===== src/design/ps2_pkg.sv =====
package ps2_pkg;

  // ------------------------------------------------------------
  // Widths and constants
  // ------------------------------------------------------------
  localparam int BYTE_W       = 8;   // PS/2 data byte
  localparam int SAMPLE_COUNT = 8;   // Samples taken per PS/2 bit
  localparam int SAMPLE_CNT_W = 4;   // Holds 0 to SAMPLE_COUNT
  localparam int DIGIT_BASE   = 10;  // Decimal display
  localparam int NUM_DIGITS   = 3;   // Hundreds, tens and ones
  localparam int DIGIT_W      = 4;   // One BCD digit
  localparam int SEG_W        = 7;   // Segments a to g

  // ------------------------------------------------------------
  // Vector types
  // ------------------------------------------------------------
  typedef logic [BYTE_W-1:0]       byte_t;
  typedef logic [DIGIT_W-1:0]      digit_t;
  typedef logic [SEG_W-1:0]        seg_t;         // Active low, bit 0 is a
  typedef logic [SAMPLE_CNT_W-1:0] sample_cnt_t;

  // ------------------------------------------------------------
  // State machines
  // ------------------------------------------------------------

  // Frame receiver
  typedef enum logic [1:0] {
    FRAME_IDLE,    // Waiting for a low start bit
    FRAME_DATA,    // Eight data bits, LSB first
    FRAME_PARITY,  // Odd parity bit
    FRAME_STOP     // Stop bit, must be high
  } frame_state_t;

  // Digit converter
  typedef enum logic [1:0] {
    CONV_IDLE,     // Waiting for a byte
    CONV_DIVIDE,   // Divider running
    CONV_STORE     // Remainder written, next division or finish
  } conv_state_t;

endpackage


===== src/design/edge_sync.sv =====
module edge_sync
(
  input  logic clk,
  input  logic async_in,  // Asynchronous line
  output logic level,     // Synchronized copy
  output logic fall       // One cycle on a falling edge
);
  logic meta;   // First stage, may go metastable
  logic hist;   // Previous synchronized value

  // Two flop synchronizer followed by a history flop
  always_ff @(posedge clk)
  begin
    meta  <= async_in;
    level <= meta;
    hist  <= level;
  end

  // High while the new low level meets the old high one
  assign fall = hist & ~level;

endmodule


===== src/design/bit_sampler.sv =====
module bit_sampler
(
  input  logic clk,
  input  logic reset,
  input  logic ps2_clk,    // Raw PS/2 clock
  input  logic ps2_data,   // Raw PS/2 data
  output logic bit_valid,  // One cycle after the last sample
  output logic bit_value   // Majority of the window
);
  import ps2_pkg::*;

  logic        clk_fall;    // Falling PS/2 clock, clk domain
  logic        data_level;  // Synchronized data line
  logic        active;      // Sample window open
  sample_cnt_t sample_cnt;  // Samples taken so far
  sample_cnt_t ones_cnt;    // Ones seen so far
  sample_cnt_t ones_next;   // Ones count including this cycle

  edge_sync u_clk_sync
  (
    .clk      (clk),
    .async_in (ps2_clk),
    .level    (),
    .fall     (clk_fall)
  );

  edge_sync u_data_sync
  (
    .clk      (clk),
    .async_in (ps2_data),
    .level    (data_level),
    .fall     ()
  );

  assign ones_next = ones_cnt + sample_cnt_t'(data_level);

  always_ff @(posedge clk)
  begin
    if (reset)
    begin
      active     <= 1'b0;
      sample_cnt <= '0;
      ones_cnt   <= '0;
      bit_valid  <= 1'b0;
      bit_value  <= 1'b0;
    end
    else
    begin
      bit_valid <= 1'b0;
      if (clk_fall)            // New bit, restart the window
      begin
        active     <= 1'b1;
        sample_cnt <= '0;
        ones_cnt   <= '0;
      end
      else if (active)
      begin
        sample_cnt <= sample_cnt + 1'b1;
        ones_cnt   <= ones_next;
        if (sample_cnt == sample_cnt_t'(SAMPLE_COUNT - 1))   // Last sample
        begin
          active    <= 1'b0;
          bit_valid <= 1'b1;
          bit_value <= (ones_next > sample_cnt_t'(SAMPLE_COUNT / 2));
        end
      end
    end
  end

  // No decision while the window is still collecting samples
  a_valid_after_window : assert property (
    @(posedge clk) disable iff (reset) clk_fall |=> !bit_valid [*SAMPLE_COUNT]
  ) else $error("bit_valid while sample window open");

endmodule


===== src/design/ps2_frame_receiver.sv =====
module ps2_frame_receiver
(
  input  logic           clk,
  input  logic           reset,
  input  logic           bit_valid,    // Strobe from the sampler
  input  logic           bit_value,
  output ps2_pkg::byte_t rx_data,      // Last accepted byte
  output logic           rx_valid,     // Good frame pulse
  output logic           frame_error   // Bad parity or stop pulse
);
  import ps2_pkg::*;

  frame_state_t              state;
  logic [$clog2(BYTE_W)-1:0] bit_cnt;     // Data bits received
  byte_t                     shift_reg;   // Assembles the byte
  logic                      parity;      // XOR of data bits so far
  logic                      parity_bad;  // Latched at the parity bit

  // ------------------------------------------------------------
  // Frame state machine
  // ------------------------------------------------------------
  always_ff @(posedge clk)
  begin
    if (reset)
    begin
      state       <= FRAME_IDLE;
      bit_cnt     <= '0;
      parity      <= 1'b0;
      parity_bad  <= 1'b0;
      rx_data     <= '0;
      rx_valid    <= 1'b0;
      frame_error <= 1'b0;
    end
    else
    begin
      rx_valid    <= 1'b0;   // Pulses by default
      frame_error <= 1'b0;
      if (bit_valid)
      begin
        unique case (state)
          FRAME_IDLE:
          begin
            if (!bit_value)   // Start bit
            begin
              state   <= FRAME_DATA;
              bit_cnt <= '0;
              parity  <= 1'b0;
            end
          end
          FRAME_DATA:
          begin
            parity  <= parity ^ bit_value;
            bit_cnt <= bit_cnt + 1'b1;
            if (bit_cnt == BYTE_W - 1)
              state <= FRAME_PARITY;
          end
          FRAME_PARITY:
          begin
            // Odd parity over nine bits, so XOR must come out one
            parity_bad <= ~(parity ^ bit_value);
            state      <= FRAME_STOP;
          end
          FRAME_STOP:
          begin
            if (parity_bad || !bit_value)
              frame_error <= 1'b1;
            else
            begin
              rx_valid <= 1'b1;
              rx_data  <= shift_reg;
            end
            state <= FRAME_IDLE;
          end
          default: state <= FRAME_IDLE;
        endcase
      end
    end
  end

  // Data path, LSB arrives first so shift in from the top
  always_ff @(posedge clk)
  begin
    if (bit_valid && state == FRAME_DATA)
      shift_reg <= {bit_value, shift_reg[BYTE_W-1:1]};
  end

  // One outcome per frame, a single cycle wide
  a_one_outcome : assert property (
    @(posedge clk) disable iff (reset)
    (rx_valid || frame_error) |-> !(rx_valid && frame_error) ##1 !(rx_valid || frame_error)
  ) else $error("outcome pulses overlap or last longer than one cycle");

endmodule


===== src/design/base_divider.sv =====
module base_divider
(
  input  logic            clk,
  input  logic            reset,
  input  logic            start,      // Loads the dividend
  input  ps2_pkg::byte_t  dividend,
  output ps2_pkg::byte_t  quotient,   // Held until next start
  output ps2_pkg::digit_t remainder,
  output logic            done        // BYTE_W+1 cycles after start
);
  import ps2_pkg::*;

  byte_t                   shift_q;      // Dividend out at MSB, quotient in at LSB
  byte_t                   part_rem;     // Partial remainder, two's complement
  byte_t                   rem_shifted;
  byte_t                   rem_step;     // After add or subtract
  byte_t                   rem_fixed;    // Final correction applied
  logic [$clog2(BYTE_W):0] step_cnt;     // Steps left
  logic                    busy;

  assign quotient  = shift_q;
  assign remainder = part_rem[DIGIT_W-1:0];   // Below base after correction

  // ------------------------------------------------------------
  // One non-restoring step
  // ------------------------------------------------------------
  always_comb
  begin
    rem_shifted = {part_rem[BYTE_W-2:0], shift_q[BYTE_W-1]};
    if (part_rem[BYTE_W-1])                 // Negative, add back
      rem_step = rem_shifted + byte_t'(DIGIT_BASE);
    else
      rem_step = rem_shifted - byte_t'(DIGIT_BASE);
    // Negative result on the last step gets the divisor back
    rem_fixed = rem_step[BYTE_W-1] ? rem_step + byte_t'(DIGIT_BASE) : rem_step;
  end

  // Control
  always_ff @(posedge clk)
  begin
    if (reset)
    begin
      busy     <= 1'b0;
      step_cnt <= '0;
      done     <= 1'b0;
    end
    else
    begin
      done <= 1'b0;
      if (start)
      begin
        busy     <= 1'b1;
        step_cnt <= ($clog2(BYTE_W) + 1)'(BYTE_W);
      end
      else if (busy)
      begin
        step_cnt <= step_cnt - 1'b1;
        if (step_cnt == 1)   // Last step
        begin
          busy <= 1'b0;
          done <= 1'b1;
        end
      end
    end
  end

  // Data path
  always_ff @(posedge clk)
  begin
    if (start)
    begin
      shift_q  <= dividend;
      part_rem <= '0;
    end
    else if (busy)
    begin
      shift_q  <= {shift_q[BYTE_W-2:0], ~rem_step[BYTE_W-1]};   // Quotient bit
      part_rem <= (step_cnt == 1) ? rem_fixed : rem_step;
    end
  end

  a_rem_in_range : assert property (
    @(posedge clk) disable iff (reset) done |-> (remainder < DIGIT_BASE)
  ) else $error("remainder not below base at done");

endmodule


===== src/design/digit_converter.sv =====
module digit_converter
(
  input  logic            clk,
  input  logic            reset,
  input  logic            load,          // Taken only when idle
  input  ps2_pkg::byte_t  value,
  output ps2_pkg::digit_t ones,
  output ps2_pkg::digit_t tens,
  output ps2_pkg::digit_t hundreds,
  output logic            digits_valid   // New digits on the outputs
);
  import ps2_pkg::*;

  conv_state_t                   state;
  logic [$clog2(NUM_DIGITS)-1:0] digit_idx;    // Digit being produced, ones first
  byte_t                         work_value;   // Next dividend
  digit_t                        work_digits [NUM_DIGITS];
  digit_t                        out_digits  [NUM_DIGITS];
  logic                          div_start;
  logic                          div_done;
  byte_t                         div_quot;
  digit_t                        div_rem;

  base_divider u_divider
  (
    .clk       (clk),
    .reset     (reset),
    .start     (div_start),
    .dividend  (work_value),
    .quotient  (div_quot),
    .remainder (div_rem),
    .done      (div_done)
  );

  always_ff @(posedge clk)
  begin
    if (reset)
    begin
      state        <= CONV_IDLE;
      digit_idx    <= '0;
      div_start    <= 1'b0;
      digits_valid <= 1'b0;
      for (int i = 0; i < NUM_DIGITS; i++)
        out_digits[i] <= '0;           // Display shows 000
    end
    else
    begin
      div_start    <= 1'b0;
      digits_valid <= 1'b0;
      unique case (state)
        CONV_IDLE:
          if (load)
          begin
            work_value <= value;
            digit_idx  <= '0;
            div_start  <= 1'b1;
            state      <= CONV_DIVIDE;
          end
        CONV_DIVIDE:
          if (div_done)
            state <= CONV_STORE;       // Divider outputs now hold
        CONV_STORE:
        begin
          work_digits[digit_idx] <= div_rem;
          work_value             <= div_quot;   // Quotient feeds the next pass
          if (digit_idx == NUM_DIGITS - 1)
          begin
            // Publish all digits at once, newest remainder taken directly
            for (int i = 0; i < NUM_DIGITS; i++)
              out_digits[i] <= (i == digit_idx) ? div_rem : work_digits[i];
            digits_valid <= 1'b1;
            state        <= CONV_IDLE;
          end
          else
          begin
            digit_idx <= digit_idx + 1'b1;
            div_start <= 1'b1;
            state     <= CONV_DIVIDE;
          end
        end
        default: state <= CONV_IDLE;
      endcase
    end
  end

  assign ones     = out_digits[0];
  assign tens     = out_digits[1];
  assign hundreds = out_digits[2];

  // Divider must finish before it is started again
  a_no_restart : assert property (
    @(posedge clk) disable iff (reset)
    div_start |=> (!div_start throughout div_done[->1])
  ) else $error("divider started while busy");

endmodule


===== src/design/seg7_encoder.sv =====
module seg7_encoder
(
  input  ps2_pkg::digit_t digit,
  output ps2_pkg::seg_t   seg     // Active low, bit 0 is a, bit 6 is g
);
  import ps2_pkg::*;

  // Segment order in the pattern is g f e d c b a
  always_comb
  begin
    unique case (digit)
      digit_t'(0): seg = 7'b1000000;   // a to f
      digit_t'(1): seg = 7'b1111001;   // b and c
      digit_t'(2): seg = 7'b0100100;
      digit_t'(3): seg = 7'b0110000;
      digit_t'(4): seg = 7'b0011001;
      digit_t'(5): seg = 7'b0010010;
      digit_t'(6): seg = 7'b0000010;
      digit_t'(7): seg = 7'b1111000;
      digit_t'(8): seg = 7'b0000000;   // All lit
      digit_t'(9): seg = 7'b0010000;
      default:     seg = 7'b1111111;   // Blank above nine
    endcase
  end

endmodule


===== src/design/ps2_display_top.sv =====
module ps2_display_top
(
  input  logic           clk,
  input  logic           reset,
  input  logic           ps2_clk,       // Asynchronous
  input  logic           ps2_data,      // Asynchronous
  output ps2_pkg::byte_t rx_data,
  output logic           rx_valid,
  output logic           frame_error,
  output logic           digits_valid,
  output ps2_pkg::seg_t  seg_ones,
  output ps2_pkg::seg_t  seg_tens,
  output ps2_pkg::seg_t  seg_hundreds
);
  import ps2_pkg::*;

  logic   bit_valid;
  logic   bit_value;
  digit_t ones;
  digit_t tens;
  digit_t hundreds;

  // ------------------------------------------------------------
  // Receive path
  // ------------------------------------------------------------
  bit_sampler u_sampler
  (
    .clk       (clk),
    .reset     (reset),
    .ps2_clk   (ps2_clk),
    .ps2_data  (ps2_data),
    .bit_valid (bit_valid),
    .bit_value (bit_value)
  );

  ps2_frame_receiver u_receiver
  (
    .clk         (clk),
    .reset       (reset),
    .bit_valid   (bit_valid),
    .bit_value   (bit_value),
    .rx_data     (rx_data),
    .rx_valid    (rx_valid),
    .frame_error (frame_error)
  );

  // ------------------------------------------------------------
  // Display path
  // ------------------------------------------------------------
  digit_converter u_converter
  (
    .clk          (clk),
    .reset        (reset),
    .load         (rx_valid),      // Dropped if still converting
    .value        (rx_data),
    .ones         (ones),
    .tens         (tens),
    .hundreds     (hundreds),
    .digits_valid (digits_valid)
  );

  seg7_encoder u_seg_ones     (.digit(ones),     .seg(seg_ones));
  seg7_encoder u_seg_tens     (.digit(tens),     .seg(seg_tens));
  seg7_encoder u_seg_hundreds (.digit(hundreds), .seg(seg_hundreds));

endmodule


===== config.mk =====
export PLATFORM = sky130hd
export DESIGN_NAME = ps2_display_top
export DESIGN_NICKNAME = d
export VERILOG_FILES = /design/src/design/ps2_pkg.sv /design/src/design/edge_sync.sv /design/src/design/bit_sampler.sv /design/src/design/ps2_frame_receiver.sv /design/src/design/base_divider.sv /design/src/design/digit_converter.sv /design/src/design/seg7_encoder.sv /design/src/design/ps2_display_top.sv
export SDC_FILE = /design/constraint.sdc
export NUM_CORES = 1
export LEC_CHECK = 0
export BUFFER_PORTS_ARGS = -buffer_cell sky130_fd_sc_hd__buf_4
export CORE_ASPECT_RATIO = 0.75
export CORE_MARGIN = 2
export CORE_UTILIZATION = 57
export DETAILED_ROUTE_END_ITERATION = 8
export PLACE_DENSITY = 0.78
export SETUP_SLACK_MARGIN = 0.2
export SYNTH_ARGS = -nofsm -noshare
export SYNTH_HDL_FRONTEND = slang
export SYNTH_HIERARCHICAL = 1
export SYNTH_SLANG_ARGS = --single-unit

===== constraint.sdc =====
create_clock -name clk -period 2.9 [get_ports clk]
set_clock_uncertainty 0.15 [all_clocks]
set_input_delay 0.29 -clock clk [delete_from_list [all_inputs] [get_ports clk]]
set_output_delay 0.29 -clock clk [all_outputs]
set_load 0.005 [all_outputs]

**Yosys cells after proc, flatten, opt, wreduce, memory -nomap -nowiden**

Memories as Yosys holds them, arrays and structs flattened.
Cells that the tools add are included.
Widths: inputs -> output; s select.

- Register bits: 77
- Memory bits (writable): 24
- Bits in read-only memories: 336
- Output and inout bits: 32
- Memories kept: 5

Memories:

| memory | depth | bits a word | rd ports | clocked after Yosys merged registers in | write ports | RTL line | text |
|---|---|---|---|---|---|---|---|
| (no name shown) | 16 | 7 | 1 | 0 | 0 | seg7_encoder.sv:11 | `unique case (digit)` |
| (no name shown) | 16 | 7 | 1 | 0 | 0 | seg7_encoder.sv:11 |  |
| (no name shown) | 16 | 7 | 1 | 0 | 0 | seg7_encoder.sv:11 |  |
| u_converter.out_digits | 3 | 4 | 3 | 0 | 3 | digit_converter.sv:18 | `digit_t out_digits [NUM_DIGITS];` |
| u_converter.work_digits | 3 | 4 | 3 | 0 | 1 | digit_converter.sv:17 | `digit_t work_digits [NUM_DIGITS];` |

- Add/subtract/negate cells: 8
- $lt $le $gt $ge: 1
- Equality and inequality tests: 16
- Muxes and demuxes: 51
- Bitwise gates (word level): 15
- Reduce and logical (&&, ||, !) cells: 22

Operators by type and width:

| operator | number |
|---|---|
| $mux 8 | 6 |
| $mux 4 | 8 |
| $mux 1 | 23 |
| $reduce_and 3->1 | 6 |
| $add 8x4->8 const B | 2 |
| $pmux 8 s2 | 1 |
| $mux 2 | 6 |
| $not 1->1 | 10 |
| $reduce_or 3->1 | 3 |
| $eq 2x2->1 const B | 4 |
| $ne 2x2->1 const B | 4 |
| $pmux 2 s4 | 1 |
| $sub 8x4->8 const B | 1 |
| $logic_not 2->1 | 3 |
| $pmux 2 s3 | 1 |
| $pmux 3 s2 | 1 |
| $reduce_bool 2->1 | 3 |
| $add 4x1->4 | 1 |
| $add 4x1->4 const B | 1 |
| $eq 2x1->1 const B | 2 |
| $eq 4x1->1 const B | 1 |
| $eq 4x3->1 const B | 1 |
| $gt 4x3->1 const B | 1 |
| $pmux 1 s2 | 2 |
| other kinds (17) | 21 |

**Longest topological paths before layout**

Gate-level depths: netlist of run 1.

- Word-level depth: 6
- Depth in mapped cells: 9
- Gate-level depth less buffers: 9

**Cells and area by module**

The synthesis of run 1 kept the hierarchy.

Modules (own cells, without submodules):

| module | times used | cells an instance | area each (um2) | sequential area each (um2) |
|---|---|---|---|---|
| digit_converter | 1 | 98 | 1,466.4 | 960.9 |
| base_divider | 1 | 130 | 1,293.7 | 520.5 |
| ps2_frame_receiver | 1 | 100 | 1,032.2 | 580.6 |
| seg7_encoder | 3 | 33 | 210.2 | 0.0 |
| bit_sampler | 1 | 50 | 485.5 | 220.2 |
| edge_sync | 2 | 4 | 73.8 | 60.1 |

**Worst setup path before layout of run 1**

Ideal clock, no wire load.

- Path type: reg2reg
- Start point: register u_converter.u_divider.part_rem[0]
- End point: register u_converter.u_divider.part_rem[2]
- Setup time: 0.127 ns
- Arrival time: 2.207 ns
- Path slack: 0.416 ns
- Cell stages (with the launch flop): 9
- Clock period less this slack: 2.484 ns
- Path through: dfxtp_1 -> inv_1 -> fa_1 -> nand2b_1 -> a211o_1 -> a21o_1 -> and4_4 -> and3_1 -> or3_1

- Longest elaborated chain between the ends: 5
- Elaborated cells between the ends (all ways): 6
- Classes of those cells: add/sub: 3; mux: 3

RTL lines:

| item | RTL line | text |
|---|---|---|
| from (decl) | base_divider.sv:14 | `byte_t part_rem;` |
| from (signal assigned) | base_divider.sv:78 | `part_rem <= (step_cnt == 1) ? rem_fixed : rem_step;` |
| $sub 8x4->8 or $add 8x4->8 (tied branches) | base_divider.sv:33, base_divider.sv:31 |  |
| $mux 8 (*) | base_divider.sv:30 | `if (part_rem[BYTE_W-1])` |
| $add 8x4->8 | base_divider.sv:35 | `rem_fixed = rem_step[BYTE_W-1] ? rem_step + byte_t'(DIGIT_BASE) : rem_step;` |
| $mux 8 | base_divider.sv:35 |  |
| $mux 8 (*) | base_divider.sv:78 |  |

Every way passes the cells marked *; elsewhere a longest branch is shown, timed or not.
A chain may end at the register's enable or synchronous reset.

**Final worst setup path of run 1**

- Start point: register u_converter.u_divider.part_rem[7]
- End point: register u_converter.u_divider.part_rem[7]

- Longest elaborated chain between the ends: 4

RTL lines:

| item | RTL line |
|---|---|
| $mux 8 (*) | base_divider.sv:30 |
| $add 8x4->8 | base_divider.sv:35 |
| $mux 8 | base_divider.sv:35 |
| $mux 8 (*) | base_divider.sv:78 |

Marked as above.

==> results of run 1 <==
-- placed cells by master (no fill, tap or decap), drive strengths merged, types with 3 or more instances in the layout --
master and n:
mux2 15, a211oi 3, mux2i 16, xor2 9, xnor2 10, a31oi 6
buf 38, edfxtp 44, a21oi 31, nor2 51, and2 6, and3 3
inv 27, nor2b 5, nor3b 3, dfxtp 53, nand2 34, nand3b 6
clkbuf 11, ha 36, or2b 3, nand2b 15, o21bai 3, nand4 4
nand3 7, nor3 8, o21ai 30, or2 4
-- worst max-delay path by stage --
stage                                       from                                end  slack, ps  depth (start not counted)
6_report       u_converter/u_divider/part_rem[7]  u_converter/u_divider/part_rem[7]        350                          8
5_1_grt        u_converter/u_divider/part_rem[7]  u_converter/u_divider/part_rem[7]        230                          8
3_5_place_dp   u_converter/u_divider/part_rem[1]  u_converter/u_divider/part_rem[2]        280                          8
4_1_cts        u_converter/u_divider/part_rem[1]  u_converter/u_divider/part_rem[2]        270                          8
2_1_floorplan  u_converter/u_divider/part_rem[0]  u_converter/u_divider/part_rem[2]        420                          8
3_3_place_gp   u_converter/u_divider/part_rem[1]  u_converter/u_divider/part_rem[2]        350                          8
-- layout make-up --
class / count / area [um^2]
fill: 652 / 2875
sequential: 97 / 2384
multi-input combinational: 335 / 2375
timing repair buffer: 40 / 305.3
clock buffer: 11 / 254.0
tap: 108 / 135.1
inverter: 25 / 95.09
clock inverter: 5 / 67.56
-- layer usage --
layer,vias to the layer above,track usage [%],wire [um]
li1,1730,-,-
met1,1602,23.98,4028
met2,67,34.06,4420
met3,2,3.643,352
met4,0,6.541,33
met5,-,0,0
-- worst max-delay path, stage by stage (launching register included) --
cell      delay (ps)
dfxtp_1          450
inv_1            150
ha_1             320
a211oi_1         450
o21bai_1         130
a21oi_1          190
xnor2_1          200
nand3_1          130
a32o_1           280
-- timing repair --
item                       CTS  global route
resized for setup            0             1
hold buffers                 2             0
hold endpoints to repair     2             0
setup endpoints to repair    0             1
-- through the flow --
stage | utilization, % | hold slack [ps]
floorplan | - | 159.6
global placement | 62.10 | 164.0
detailed placement | 62.10 | 162.8
CTS | 66.12 | 179.1
global route | 66.14 | 194.7
finish | 66.14 | 179.1
-- report_power, final --
part	switching, W	internal [W]	leakage (nW)
combinational	0.000318	0.000245	1.27
sequential	0.0000519	0.00147	0.844
clock	0.000511	0.000735	0.158
total	0.000882	0.00245	2.27
==> key figures, run 1 <==
Placement
  • PortBufs: 35
  • Placed Cells: 603
  • Post-placement cell area: 5273 um^2
  • Hpwl dp: between 6 and 7 mm
  • Pre-CTS WS: 283.8 ps
  • Gpl congestion: 0.8412

STA
  • Fmax: approximately 390 MHz
  • Final setup viols: 0
  • Final Max Tran Viols: 0
  • Final Hold Viols: 0
  • Worst setup margin: 346.1 ps
  • Final Critical Period: 2554 ps
  • Max-Slew Margin vs Limit: 66.46%
  • Setup Total Neg Slack: 0 ps
  • Worst-margin pin slew: between 400 and 500 ps
  • RSZ-0062 raised after global routing: false
  • Final Cycle Share: 88.06%

Hold path
  • Class of the worst hold path: reg -> reg
  • Hold Crit Depth: 0
  • Worst Hold Path EP: u_sampler/u_data_sync/level
  • Hold Startpoint: u_sampler/u_data_sync/meta

Critical path
  • Register-to-Register Path Depth: 8
  • Crit Path Class: reg -> reg
  • Max Fanout on Critical Path: 5
  • RR Startpoint: u_converter/u_divider/part_rem[7]
  • Worst r2r dst: u_converter/u_divider/part_rem[7]
  • R2R Setup Slk: 350 ps
  • Worst EP required: 2980 ps
  • Crit path DAT: 2630 ps
  • Crit end category: flip-flop
  • CP Launch Type: flip-flop

Cells and area
  • Layout cell share with drive strength beyond 1: 15.98%
  • Design area: 5615 um^2
  • Final #Nets: 549
  • Largest reg by FF count: u_converter/out_digits
  • Syn-to-layout area delta: 11.81%
  • Number of flip-flops in the largest register: 12
  • Final std cells w/o fill: 621
  • Antenna cells: 0

Drt
  • Routed wire per std cell: 14.23 um
  • Detailed Route WL: 8.834 mm
  • Iteration count of the initial detailed-routing pass: 4
  • Vias: 3401
  • Via density: 5.477
  • Drt first-iter violations: 224
  • DRC: 0
  • Antenna-violating nets left: 0

Synth
  • Post-Synthesis Cells: roughly 480
  • Synth Area per Inst: 10.40 um^2
  • Syn nets: 524
  • Synth Cell Area: approximately 5000 um^2
  • Yosys Warn Count: 6

Die
  • Die X: between 100 and 150 um
  • Initial core utilization: 59.15%
  • Io pins: 36
  • Core ar.: ~8500 um^2
  • Row count: 29
  • Die H: 85.29 um
  • DIE AREA: 9586 um^2

Power and ir drop
  • Worst VDD drop: roughly 430 uV
  • Pwr/cell area: 593.8 nW/um^2
  • Leakage: 2.269 nW
  • Total chip power: 0.003334 W

Clocking
  • CTS Buf Count: 9
  • Htree depth: 3
  • Clock input transition at the sequential cells of the worst setup and hold paths: 70 ps
  • CTS tree: yes
  • Worst skew pair latency: 340 ps
  • Clock sinks: 97
  • Clock buffer depth: 2
  • Post-CTS Setup Inserts: 0
  • Clock root buffer: clkbuf_16

GRT
  • Number of global-route vias before repair: 3319
  • Global route total overflow: 0
  • Largest net degree at the start of global routing: 37
  • GRT Util Overall: 19.29%
  • Initial antenna violation count: 0
  • Global-route wire length before repair: ~15 mm

Run status
  • Run status: complete, no violations

Run
  • Max Cap Viol: 0
No activity file was read; power rests on OpenSTA's default activity.
==> run 2: changes to the inputs <==
CTS_BUF_LIST = sky130_fd_sc_hd__clkbuf_2   (was default)
SYNTH_HIERARCHICAL = default   (was 1)
==> run 2 against run 1 <==
Sequential power barely moved. Clock-buffer cell count shrank 1. Global-route usage rose by 0.76 points. Register-to-register slack is essentially flat. Flip-flop and latch count unchanged. Die area down 5.9%. Hold slack improved by 22 ps. Maximum frequency is 0.56% higher. Worst setup slack better by 14 ps. Area after synthesis fell by 6.1%. First-iteration DRC count rose by 19%. Critical path depth is the same. Critical path type unchanged. Critical endpoint is now u_converter.u_divider.part_rem[6].
==> key figures, run 2 <==
GRT
  • Met1 usage: 27.44% (+3.5 points)
  • Gr busiest metal: met2
  • Initial antenna violation count: 0 (unchanged)
  • Global-route wire length before repair: 14.10 mm (-6.1%)
  • Number of global-route vias before repair: 3058 (-7.9%)
  • Largest net degree at the start of global routing: 36 (-2.7%)
  • GRT Util Overall: 20.05% (+0.76 points)
  • Global route total overflow: 0 (unchanged)
  • Met3 Use GR: 5.230% (+1.6 points)
  • GRT met2 Usage: 31.93% (-2.1 points)

STA
  • Worst-margin pin slew: 664.0 ps (+166.2 ps)
  • Fmax: 393.8 MHz (+0.56%)
  • RSZ-0062 raised after global routing: false
  • Final Hold Viols: 0 (unchanged)
  • Hold slack: 201.3 ps (+22.27 ps)
  • Max-Slew Margin vs Limit: 55.67% (-11 points)
  • Final Critical Period: 2540 ps (-14.30 ps)
  • Final setup viols: 0 (unchanged)
  • Final Max Tran Viols: 0 (unchanged)
  • Setup Total Neg Slack: 0 ps (unchanged)
  • Final Cycle Share: 87.57% (-0.49 points)

Critical path
  • Crit path largest cell delay: 550 ps (+100 ps)
  • Crit path DAT: 2880 ps (+250 ps)
  • CP Launch Type: flip-flop
  • Crit end category: flip-flop
  • Max Fanout on Critical Path: 7 (+2)
  • CP top delay family: simple AND/OR/NAND/NOR gates
  • Crit Path Class: reg -> reg
  • CP cell instances: inv_1 > ha_1 > nor2_1 > a211oi_2 > o21ai_2 > nand2_4 > or4_1 > a311oi_2
  • Slowest cell on the critical path: or4_1
  • Worst EP required: 3240 ps (+260 ps)
  • Buf/Inv on CP: 1 (unchanged)

Run status
  • Run status: complete, no violations

Clocking
  • Clock buffer depth: 2 (unchanged)
  • CTS Buf Count: 9 (unchanged)
  • Clock root buffer: clkbuf_2
  • Clock sinks: 97 (unchanged)
  • Clock input transition at the sequential cells of the worst setup and hold paths: 230 ps (+160 ps)
  • Htree depth: 3 (unchanged)
  • Worst skew pair latency: 560 ps (+220 ps)
  • CTS tree: yes

Die
  • Die H: 82.77 um (-3.0%)
  • Row count: 28 (-3.4%)
  • Die X: 109.0 um (-3.0%)
  • Core ar.: 7953 um^2 (-6.3%)
  • DIE AREA: 9024 um^2 (-5.9%)
  • Initial core utilization: 59.30% (+0.15 points)
  • Io pins: 36 (unchanged)

Drt
  • Drt first-iter violations: 267 (+19%)
  • DRC: 0 (unchanged)
  • Via density: 5.412 (-1.2%)
  • Iteration count of the initial detailed-routing pass: 5 (+1)
  • Detailed Route WL: 8.436 mm (-4.5%)
  • Antenna-violating nets left: 0 (unchanged)
  • Vias: 3388 (-0.38%)
  • Routed wire per std cell: 13.48 um (-5.3%)

Power and ir drop
  • Leakage: 2.119 nW (-6.6%)
  • Pwr/cell area: 581.4 nW/um^2 (-2.1%)
  • Worst VDD drop: 391.9 uV (-9.7%)

Cells and area
  • Largest reg by FF count: u_converter.out_digits
  • Most frequent cells in the layout: nand2_1, nor2_1, dfxtp_1
  • Antenna cells: 0 (unchanged)
  • Final std cells w/o fill: 626 (+0.81%)
  • Layout cell share with drive strength beyond 1: 16.31% (+0.33 points)
  • Commonest non-fill, non-tap cell in the layout: nand2_1
  • Final #Nets: 556 (+1.3%)
  • Syn-to-layout area delta: 12.34%
  • Number of flip-flops in the largest register: 12 (unchanged)

Synth
  • Share of the synthesized area in the top cell type: 28.02%
  • Most frequent cell after synthesis: nand2_1
  • Synth Area per Inst: 9.825 um^2 (-5.5%)
  • Yosys reg bits: between 90 and 100
  • Area contributors post-synth: edfxtp_1, dfxtp_1, ha_1, nand2_1, nor2_1
  • Synth Cell Area: 4716 um^2 (-6.1%)
  • Dominant synthesized flop cell: dfxtp_1
  • Synth area leader: edfxtp_1
  • Post-Synthesis Cells: 480 (-0.62%)
  • Distinct cell type count after synthesis: 48
  • Synth top cells by count: nand2_1, nor2_1, dfxtp_1, edfxtp_1, ha_1
  • Register area share after synthesis: 50.52%
  • Yosys Warn Count: 0 (-6)
  • Ys async rst share: 0%
  • Syn nets: 520 (-0.76%)
  • Number of synthesized flops with an enable pin: 44

Run
  • Max Cap Viol: 0 (unchanged)

Placement
  • PortBufs: 35 (unchanged)
  • Placed Cells: 605 (+0.33%)
  • Gpl congestion: 0.8898 (+5.8%)
  • Hpwl dp: 6.139 mm (-2.7%)

Hold path
  • Class of the worst hold path: reg -> reg
## run 2: what timing repair did
item,CTS,global route
hold buffers,3,0
pin swaps,0,3
setup buffers,0,2
gates resized for setup,1,8
endpoints found under the setup margin,1,1
hold endpoints to repair,28,0
## run 2: through the flow
stage          power [W]  area, um^2  setup slack (ps)  utilization, %
6_report        0.003080        5298             360.4           66.61
5_1_grt         0.003243        5298             218.0           66.61
2_1_floorplan   0.002079        4716             312.7               -
3_3_place_gp    0.002204        5069             307.7           63.74
3_5_place_dp    0.002238        5069             213.0           63.74
4_1_cts         0.003031        5256             231.7           66.10
## run 2: final timing paths
check / from / end / slack [ps] / cells past startpoint
worst max-delay path: u_converter.u_divider.part_rem[7] / u_converter.u_divider.part_rem[6] / 360 / 8
worst min-delay path: u_sampler.u_clk_sync.meta / u_sampler.u_clk_sync.level / 200 / 0
worst max register to register: u_converter.u_divider.part_rem[7] / u_converter.u_divider.part_rem[6] / 360 / 8
worst min register to register: u_sampler.u_clk_sync.meta / u_sampler.u_clk_sync.level / 200 / 0
## run 2: cell families after synthesis
group	share of synthesized area [%]
compound gates	10.75
xor+xnor	3.343
fa+ha+maj	9.711
buf+inv	3.423
flops	50.52
mux	5.147
simple gates	17.11
## run 2: routing by layer
metal  vias to the layer above  wire (um)
met4                         0         95
met3                         9        399
met1                      1572       4047
met5                         -          0
li1                       1723          -
met2                        84       3893
## run 2: area by class of cell
cell class,count,area (um^2)
Clock buffer,10,50.05
Clock inverter,6,106.4
Fill cell,623,2655
Inverter,24,90.09
Multi-Input combinational cell,340,2191
Sequential cell,97,2391
Tap cell,105,131.4
Timing Repair Buffer,44,337.8
## run 2: power by group
part / internal, W / total, W / switching [W]
Sequential: 0.00149 / 0.00154 / 0.0000551
Combinational: 0.000335 / 0.000743 / 0.000408
Clock: 0.000371 / 0.000796 / 0.000425
